**config.mk**
```make
export PLATFORM = sky130hd
export DESIGN_NAME = top
export DESIGN_NICKNAME = d
export VERILOG_FILES = /design/src/hdl/cpu_isa_pkg.sv /design/src/hdl/cpu_bus_pkg.sv /design/src/hdl/ifetch.sv /design/src/hdl/idecoder.sv /design/src/hdl/execute.sv /design/src/hdl/mmu.sv /design/src/hdl/top.sv
export SDC_FILE = /design/constraint.sdc
export NUM_CORES = 2
export LEC_CHECK = 0
export BUFFER_PORTS_ARGS = -buffer_cell sky130_fd_sc_hd__buf_4
export CELL_PAD_IN_SITES_DETAIL_PLACEMENT = 1
export CELL_PAD_IN_SITES_GLOBAL_PLACEMENT = 1
export CORE_MARGIN = 10
export CORE_UTILIZATION = 50
export DETAILED_ROUTE_END_ITERATION = 7
export PLACE_DENSITY_LB_ADDON = 0.1
export SYNTH_ARGS = -nofsm -noshare
export SYNTH_HDL_FRONTEND = slang
export SYNTH_SLANG_ARGS = --single-unit
```
**constraint.sdc**
```tcl
create_clock -name sys_clk -period 9.4 [get_ports sys_clk]
set_input_delay 0.94 -clock sys_clk [delete_from_list [all_inputs] [get_ports sys_clk]]
set_output_delay 0.94 -clock sys_clk [all_outputs]
set_load 0.1 [all_outputs]
```
**src/hdl/cpu_isa_pkg.sv**
```systemverilog
package cpu_isa_pkg;

    // field widths of the instruction word
    localparam int WORD_W   = 32;
    localparam int OPCODE_W = 6;
    localparam int FUNC_W   = 6;
    localparam int REG_ID_W = 5;
    localparam int SHAMT_W  = 5;
    localparam int IMM_W    = 16;
    localparam int JADDR_W  = 26;

    typedef logic [WORD_W-1:0]   word_t;
    typedef logic [REG_ID_W-1:0] reg_id_t;
    typedef logic [SHAMT_W-1:0]  shamt_t;
    typedef logic [JADDR_W-1:0]  jaddr_t;

    // primary opcodes, MIPS encoding
    typedef enum logic [OPCODE_W-1:0] {
        OP_RTYPE = 6'h00,
        OP_J     = 6'h02,
        OP_BEQ   = 6'h04,
        OP_ADDIU = 6'h09,
        OP_ORI   = 6'h0d,
        OP_LUI   = 6'h0f,
        OP_LW    = 6'h23,
        OP_SW    = 6'h2b
    } opcode_e;

    // function field of R-type instructions
    typedef enum logic [FUNC_W-1:0] {
        FN_SLL  = 6'h00,
        FN_JR   = 6'h08,
        FN_ADDU = 6'h21,
        FN_SUBU = 6'h23,
        FN_AND  = 6'h24,
        FN_OR   = 6'h25,
        FN_SLT  = 6'h2a
    } func_e;

    typedef enum logic [2:0] {
        ALU_ADD, ALU_SUB, ALU_AND, ALU_OR, ALU_SLT, ALU_SLL, ALU_LUI
    } alu_op_e;

endpackage

```
**src/hdl/cpu_bus_pkg.sv**
```systemverilog
package cpu_bus_pkg;

    // decoded control for one instruction
    typedef struct packed {
        cpu_isa_pkg::alu_op_e alu_op;
        logic                 alu_src;    // second operand is the immediate
        logic                 reg_write;
        logic                 reg_dst;    // write rd, else rt
        logic                 mem_read;
        logic                 mem_write;
        logic                 is_branch;
        logic                 is_jump;
        logic                 is_jr;
    } ctrl_t;

    // data memory request, held stable while req is high
    typedef struct packed {
        logic               write;
        cpu_isa_pkg::word_t addr;
        cpu_isa_pkg::word_t wdata;
    } dmem_req_t;

    // one record per completed instruction
    typedef struct packed {
        cpu_isa_pkg::word_t   pc;
        logic                 reg_write;
        cpu_isa_pkg::reg_id_t rd;
        cpu_isa_pkg::word_t   wdata;
        logic                 taken;
    } retire_t;

endpackage

```
**src/hdl/ifetch.sv**
```systemverilog
`timescale 1ns/1ps

module ifetch #(
    parameter cpu_isa_pkg::word_t RESET_PC = '0
) (
    input  logic               sys_clk,
    input  logic               rst_n,
    input  logic               stall,
    input  logic               do_jump,
    input  cpu_isa_pkg::word_t jump_addr,
    output cpu_isa_pkg::word_t pc,
    output cpu_isa_pkg::word_t next_pc
);
    import cpu_isa_pkg::*;

    word_t pc_sel;

    // sequential successor, also used for branch and jump targets
    assign next_pc = pc + 32'd4;

    // control transfer wins over the sequential path
    assign pc_sel = do_jump ? jump_addr : next_pc;

    always_ff @(posedge sys_clk) begin
        if (!rst_n) begin
            pc <= RESET_PC;
        end else if (!stall) begin
            pc <= pc_sel;
        end
    end

    // a jr to a misaligned register value would show up here
    pc_aligned: assert property (
        @(posedge sys_clk) disable iff (!rst_n)
        pc[1:0] == 2'b00
    ) else $error("ifetch: misaligned pc %h", pc);

endmodule

```
**src/hdl/idecoder.sv**
```systemverilog
`timescale 1ns/1ps

module idecoder (
    input  logic                 sys_clk,
    input  logic                 rst_n,
    input  cpu_isa_pkg::word_t   ins,
    input  logic                 reg_write,
    input  cpu_isa_pkg::reg_id_t reg_write_id,
    input  cpu_isa_pkg::word_t   reg_write_data,
    output cpu_bus_pkg::ctrl_t   ctrl,
    output cpu_isa_pkg::word_t   ext_immd,
    output cpu_isa_pkg::shamt_t  shift_amt,
    output cpu_isa_pkg::jaddr_t  j_addr,
    output cpu_isa_pkg::reg_id_t rs_id,
    output cpu_isa_pkg::reg_id_t rt_id,
    output cpu_isa_pkg::reg_id_t rd_id,
    output cpu_isa_pkg::word_t   reg_read1,
    output cpu_isa_pkg::word_t   reg_read2
);
    import cpu_isa_pkg::*;

    opcode_e          opcode;
    func_e            func;
    logic [IMM_W-1:0] immd;
    word_t            regs [32];

    // instruction fields
    assign opcode    = opcode_e'(ins[31:26]);
    assign rs_id     = ins[25:21];
    assign rt_id     = ins[20:16];
    assign rd_id     = ins[15:11];
    assign shift_amt = ins[10:6];
    assign func      = func_e'(ins[5:0]);
    assign immd      = ins[IMM_W-1:0];
    assign j_addr    = ins[JADDR_W-1:0];

    // ori is the only zero-extended immediate here
    assign ext_immd = (opcode == OP_ORI) ? {{(WORD_W-IMM_W){1'b0}}, immd}
                                         : {{(WORD_W-IMM_W){immd[IMM_W-1]}}, immd};

    always_comb begin
        ctrl = '0;
        case (opcode)
            OP_RTYPE: begin
                ctrl.reg_write = 1'b1;
                ctrl.reg_dst   = 1'b1;
                case (func)
                    FN_SLL:  ctrl.alu_op = ALU_SLL;
                    FN_ADDU: ctrl.alu_op = ALU_ADD;
                    FN_SUBU: ctrl.alu_op = ALU_SUB;
                    FN_AND:  ctrl.alu_op = ALU_AND;
                    FN_OR:   ctrl.alu_op = ALU_OR;
                    FN_SLT:  ctrl.alu_op = ALU_SLT;
                    FN_JR: begin
                        ctrl.reg_write = 1'b0;
                        ctrl.is_jr     = 1'b1;
                    end
                    // unsupported function, no-op
                    default: ctrl = '0;
                endcase
            end
            OP_ADDIU, OP_ORI, OP_LUI, OP_LW: begin
                ctrl.alu_src   = 1'b1;
                ctrl.reg_write = 1'b1;
                ctrl.mem_read  = (opcode == OP_LW);
                ctrl.alu_op    = (opcode == OP_ORI) ? ALU_OR :
                                 (opcode == OP_LUI) ? ALU_LUI : ALU_ADD;
            end
            OP_SW: begin
                ctrl.alu_src   = 1'b1;
                ctrl.mem_write = 1'b1;
            end
            OP_BEQ: begin
                ctrl.is_branch = 1'b1;
                ctrl.alu_op    = ALU_SUB;
            end
            OP_J:    ctrl.is_jump = 1'b1;
            default: ctrl = '0;
        endcase
    end

    // register file, r0 reads as zero
    assign reg_read1 = (rs_id == '0) ? '0 : regs[rs_id];
    assign reg_read2 = (rt_id == '0) ? '0 : regs[rt_id];

    always_ff @(posedge sys_clk) begin
        if (!rst_n) begin
            for (int i = 0; i < 32; i++) begin
                regs[i] <= '0;
            end
        end else if (reg_write && reg_write_id != '0) begin
            regs[reg_write_id] <= reg_write_data;
        end
    end

endmodule

```
**src/hdl/execute.sv**
```systemverilog
`timescale 1ns/1ps

module execute (
    input  cpu_bus_pkg::ctrl_t  ctrl,
    input  cpu_isa_pkg::word_t  reg1,
    input  cpu_isa_pkg::word_t  reg2,
    input  cpu_isa_pkg::word_t  immd,
    input  cpu_isa_pkg::word_t  next_pc,
    input  cpu_isa_pkg::shamt_t shift_amt,
    input  cpu_isa_pkg::jaddr_t j_addr,
    output cpu_isa_pkg::word_t  result,
    output logic                do_jump,
    output cpu_isa_pkg::word_t  jump_addr
);
    import cpu_isa_pkg::*;

    word_t op_b;
    word_t br_target;
    word_t j_target;
    logic  taken;

    assign op_b = ctrl.alu_src ? immd : reg2;

    always_comb begin
        case (ctrl.alu_op)
            ALU_ADD: result = reg1 + op_b;
            ALU_SUB: result = reg1 - op_b;
            ALU_AND: result = reg1 & op_b;
            ALU_OR:  result = reg1 | op_b;
            ALU_SLT: result = {{(WORD_W-1){1'b0}}, $signed(reg1) < $signed(op_b)};
            // sll shifts rt, rs is ignored
            ALU_SLL: result = reg2 << shift_amt;
            ALU_LUI: result = {op_b[IMM_W-1:0], {IMM_W{1'b0}}};
            default: result = reg1 + op_b;
        endcase
    end

    // beq compares the raw register values
    assign taken = ctrl.is_branch && (reg1 == reg2);

    assign br_target = next_pc + {immd[WORD_W-3:0], 2'b00};
    assign j_target  = {next_pc[WORD_W-1:WORD_W-4], j_addr, 2'b00};

    assign do_jump = taken || ctrl.is_jump || ctrl.is_jr;

    always_comb begin
        if (ctrl.is_jr) begin
            jump_addr = reg1;
        end else if (ctrl.is_jump) begin
            jump_addr = j_target;
        end else begin
            jump_addr = br_target;
        end
    end

    // decoder must flag at most one transfer kind
    transfer_decoded: assert final (
        $onehot0({ctrl.is_branch, ctrl.is_jump, ctrl.is_jr})
    ) else $error("execute: more than one transfer kind decoded");

endmodule

```
**src/hdl/mmu.sv**
```systemverilog
`timescale 1ns/1ps

module mmu (
    input  logic                    sys_clk,
    input  logic                    rst_n,
    input  logic                    mem_read,
    input  logic                    mem_write,
    input  cpu_isa_pkg::word_t      mem_addr,
    input  cpu_isa_pkg::word_t      mem_wd,
    input  logic                    dmem_ack,
    input  cpu_isa_pkg::word_t      dmem_rdata,
    output logic                    dmem_req_valid,
    output cpu_bus_pkg::dmem_req_t  dmem_req,
    output logic                    stall,
    output cpu_isa_pkg::word_t      load_data
);
    typedef enum logic [1:0] {IDLE, REQ, RELEASE, DONE} state_e;

    state_e state;
    state_e state_next;
    logic   mem_op;

    assign mem_op = mem_read || mem_write;

    always_comb begin
        state_next = state;
        case (state)
            IDLE:    if (mem_op) state_next = REQ;
            REQ:     if (dmem_ack) state_next = RELEASE;
            // wait for the memory to drop ack
            RELEASE: if (!dmem_ack) state_next = DONE;
            DONE:    state_next = IDLE;
            default: state_next = IDLE;
        endcase
    end

    always_ff @(posedge sys_clk) begin
        if (!rst_n) begin
            state <= IDLE;
        end else begin
            state <= state_next;
        end
    end

    always_ff @(posedge sys_clk) begin
        if (state == IDLE && mem_op) begin
            dmem_req <= '{write: mem_write, addr: mem_addr, wdata: mem_wd};
        end
        // rdata is only valid on the first ack cycle
        if (state == REQ && dmem_ack && !dmem_req.write) begin
            load_data <= dmem_rdata;
        end
    end

    assign dmem_req_valid = (state == REQ);

    // DONE is the completing cycle, so stall is already low there
    assign stall = (state == IDLE && mem_op) || state == REQ || state == RELEASE;

    no_req_during_ack: assert property (
        @(posedge sys_clk) disable iff (!rst_n)
        (dmem_ack && !dmem_req_valid) |=> !dmem_req_valid
    ) else $error("mmu: req raised while ack still high");

    // the stalled instruction still computes the latched request
    req_stable: assert property (
        @(posedge sys_clk) disable iff (!rst_n)
        dmem_req_valid |-> (dmem_req.write == mem_write && dmem_req.addr == mem_addr &&
                            dmem_req.wdata == mem_wd)
    ) else $error("mmu: request no longer matches the stalled instruction");

endmodule

```
**src/hdl/top.sv**
```systemverilog
`timescale 1ns/1ps

module top #(
    parameter cpu_isa_pkg::word_t RESET_PC = '0
) (
    input  logic                   sys_clk,
    input  logic                   rst_n,
    input  cpu_isa_pkg::word_t     imem_data,
    input  logic                   dmem_ack,
    input  cpu_isa_pkg::word_t     dmem_rdata,
    output cpu_isa_pkg::word_t     imem_addr,
    output logic                   dmem_req_valid,
    output cpu_bus_pkg::dmem_req_t dmem_req,
    output logic                   retire_valid,
    output cpu_bus_pkg::retire_t   retire
);
    import cpu_isa_pkg::*;
    import cpu_bus_pkg::*;

    word_t   f_pc;
    word_t   f_next_pc;
    ctrl_t   d_ctrl;
    word_t   d_ext_immd;
    shamt_t  d_shift_amt;
    jaddr_t  d_j_addr;
    reg_id_t d_rt_id;
    reg_id_t d_rd_id;
    word_t   d_reg_read1;
    word_t   d_reg_read2;
    word_t   e_result;
    logic    e_do_jump;
    word_t   e_jump_addr;
    word_t   m_load_data;
    logic    m_stall;
    logic    wb_reg_write;
    reg_id_t wb_reg_write_id;
    word_t   wb_data;

    assign imem_addr = f_pc;

    // write back, held off until the memory access completes
    assign wb_reg_write    = d_ctrl.reg_write && !m_stall;
    assign wb_reg_write_id = d_ctrl.reg_dst ? d_rd_id : d_rt_id;
    assign wb_data         = d_ctrl.mem_read ? m_load_data : e_result;

    ifetch #(.RESET_PC(RESET_PC)) fetch (
        .sys_clk(sys_clk), .rst_n(rst_n), .stall(m_stall),
        .do_jump(e_do_jump), .jump_addr(e_jump_addr),
        .pc(f_pc), .next_pc(f_next_pc)
    );

    idecoder decoder (
        .sys_clk(sys_clk), .rst_n(rst_n), .ins(imem_data),
        .reg_write(wb_reg_write), .reg_write_id(wb_reg_write_id),
        .reg_write_data(wb_data),
        .ctrl(d_ctrl), .ext_immd(d_ext_immd), .shift_amt(d_shift_amt),
        .j_addr(d_j_addr), .rs_id(), .rt_id(d_rt_id), .rd_id(d_rd_id),
        .reg_read1(d_reg_read1), .reg_read2(d_reg_read2)
    );

    execute ex (
        .ctrl(d_ctrl), .reg1(d_reg_read1), .reg2(d_reg_read2),
        .immd(d_ext_immd), .next_pc(f_next_pc), .shift_amt(d_shift_amt),
        .j_addr(d_j_addr), .result(e_result), .do_jump(e_do_jump),
        .jump_addr(e_jump_addr)
    );

    mmu mmud (
        .sys_clk(sys_clk), .rst_n(rst_n),
        .mem_read(d_ctrl.mem_read), .mem_write(d_ctrl.mem_write),
        .mem_addr(e_result), .mem_wd(d_reg_read2),
        .dmem_ack(dmem_ack), .dmem_rdata(dmem_rdata),
        .dmem_req_valid(dmem_req_valid), .dmem_req(dmem_req),
        .stall(m_stall), .load_data(m_load_data)
    );

    // record shows up on the edge that commits the instruction
    always_ff @(posedge sys_clk) begin
        if (!rst_n) begin
            retire_valid <= 1'b0;
        end else begin
            retire_valid <= !m_stall;
        end
    end

    always_ff @(posedge sys_clk) begin
        if (!m_stall) begin
            retire <= '{pc: f_pc, reg_write: d_ctrl.reg_write, rd: wb_reg_write_id,
                        wdata: wb_data, taken: e_do_jump};
        end
    end

endmodule

```
==> metrics.yaml <==
criticalPathCategory: "input port to register"
drt_first_pass_iters: 6
hold_violations: 0
post-cts-setup-buffers: 0
initial_core_util_pct: 50.20
fmax_mhz: 127.0
netlist_top_cells_area: "edfxtp_1, mux4_2, nor2_1"
insertion_delay_ns: 0.82
grt_max_degree: 68
synth_mux_area_share_pct: 18.59
synth_top_family_by_area: "multiplexers"
fin_ws_ns: 1.526
cts.sinks: 1227
drv_cap: 0
cts_hold_buf: 0
crit_top_cell: "o21ai_0"
fp.dieH_um: 393.6
path_cells: "buf_6, nor2b_4, buf_12, buf_4, a22oi_1, a21oi_1, nor3_1, and2_0, nand2_1, o21ai_0, ha_1, nor2_1, o21ai_0, a221oi_1, o21a_1, o211ai_1, a2111o_1, a31oi_1, o21ai_0, a31oi_4, buf_12, nor2_1"
fin_nets: 6117
io_pins: 237
synthTopCellsByCount: "edfxtp_1, nor2_1, mux2i_1"
ant_nets: 0
gp_congestion: 0.9794
setup_viol: 0
track_usage_pct: 39.48
p_total_mw: 17.93
drive_gt1_share_pct: 21.45
cp_max_fo: 57
slew_headroom_pct: 7.438
vias: 55719
yosys_warnings: 0
async_reset_ff_share_pct: 0
period_share_pct: 83.77
startpoint_type: "input port"
tns_ns: 0
p_leak_nw: 30.44
htree_levels: 4
vdd_drop_max_mv: 0.2862
status: "completed"
grt_setup_unrepaired: "no"
slowest_delay_ns: 0.80
grt_first_pass_wirelength_mm: 438.2
root_buffer: "clkbuf_16"
ys_ff_latch: 1227
yosys.area_share.xor_xnor_pct: 1.217
synth_compound_area_share_pct: 9.628
grt_pass1_vias: 56627
cts_resized: 0
maxSlewViolCount: 0
synth_ff_type: "edfxtp_1"
place_hpwl_mm: 206.2
synthSimpleGateAreaFrac_pct: 11.04
worstPathRequired_ns: 9.92
utilization_pct: 56.83
min_period_ns: 7.874
setup.worst_path.end_class: "register"
whs_ns: 0.3071
drcViolationCount: 0
synth_area_sq_um: 69790
hp-class: "input port to register"
critPathArrivalTime_ns: 8.39
grt-ovfl-total: 0
synthCells: 5761
worst_pin_slew_ns: 1.374
crit_slowest_cell: "nor2b_4"
final_area_sq_um: 79000
reg2reg_setup_slack_ns: 2.07
port_buffers: 236
synth_top_cell_by_area: "edfxtp_1"
grt_antenna_before_repair: 7
avgRoutedWirePerCell_um: 39.74
first_iter_violations: 7486
placed_area_sq_um: 74390
synthAdderAreaFrac_pct: 2.399
core.rowCount: 137
die_x_um: 393.6
syn_to_final_growth_pct: 13.20
cts_buffer_depth: 3
avgSynthCellArea_sq_um: 12.11
dp.cells: 7652
yosysMostFrequentCell: "edfxtp_1"
synth_edf_count: 1192
wl_mm: 314.4
final_cells: 7911
die-area_sq_um: 154900
yosys.cell_types.count: 103
power_density_nw_per_um2: 227.0
viasPerCell: 7.043
cts_tree: "done"
core_area_sq_um: 139000
post-place-ws_ns: 0.9500
synth_seq_area_share_pct: 52.29
synth_top_area_share_pct: 51.29
skew_ns: 0.03551
numCtsBuffers: 140
clk_pin_slew_ns: 0.06
==> state kept, by name, indices dropped and copies added (netlist names) <==
name and count:
mmud.dmem_req 65, fetch.pc 32, mmud.load_data 32, mmud.state 2, retire_valid 1, retire 71, decoder.regs 1024
==> cell type report <==
cell class	count	area (sq um)
Fill cell	13903	60020
Sequential cell	1227	36500
Multi-Input combinational cell	3879	30730
Timing Repair Buffer	500	4168
Clock buffer	168	3702
Tap cell	1876	2347
Clock inverter	84	892.1
Inverter	170	648.1
Antenna cell	7	17.52
==> kinds of logic after synthesis <==
group,Yosys count
fa+ha+maj,132
mux,831
xor+xnor,97
buf+inv,686
simple gates,1808
compound gates,979
other cells,1
flops,1227
==> metal layers <==
layer,global-route usage [%],routed length [um],vias to the layer above
li1,-,-,21969
met1,48.05,109600,28478
met2,60.96,141200,4102
met3,10.79,37090,1166
met4,27.47,26520,4
met5,0,23,-
==> final timing paths <==
kind | from | end | cells after the start
worst max-delay path | imem_data[17] | decoder.regs[11][0] | 22
worst min register to register | fetch.pc[31] | retire[70] | 0
worst min-delay path | dmem_rdata[1] | mmud.load_data[1] | 1
worst max register to register | decoder.regs[4][10] | decoder.regs[4][26] | 22
==> placed cells by master, fill, tap and decap left out, types with 34 or more instances in the layout <==
cell	instances
a21o_1	35
a21oi_1	200
a22oi_1	175
a31oi_1	37
and3_1	35
buf_4	463
clkbuf_16	143
dfxtp_1	35
edfxtp_1	1192
ha_1	129
inv_1	160
mux2_2	44
mux2i_1	403
mux4_2	359
nand2_1	224
nand2_2	53
nand3_1	91
nand4_1	34
nor2_1	1119
nor3_1	43
o211ai_1	51
o21ai_0	142
o22ai_1	42
xnor2_1	66
==> worst max-delay path: cells and delay by family <==
family          cells  cell delay, ns
buf+inv             4            1.27
simple gates        6            1.85
compound gates     11            3.60
fa+ha+maj           1            0.60
==> where the power goes <==
part           internal [mW]  leakage [nW]  switching, mW
Combinational           1.45          15.7           4.23
Sequential              6.40          12.5          0.207
Clock                   3.21          2.23           2.43
Total                   11.1          30.4           6.87
Power figures use the tool's default switching activity.
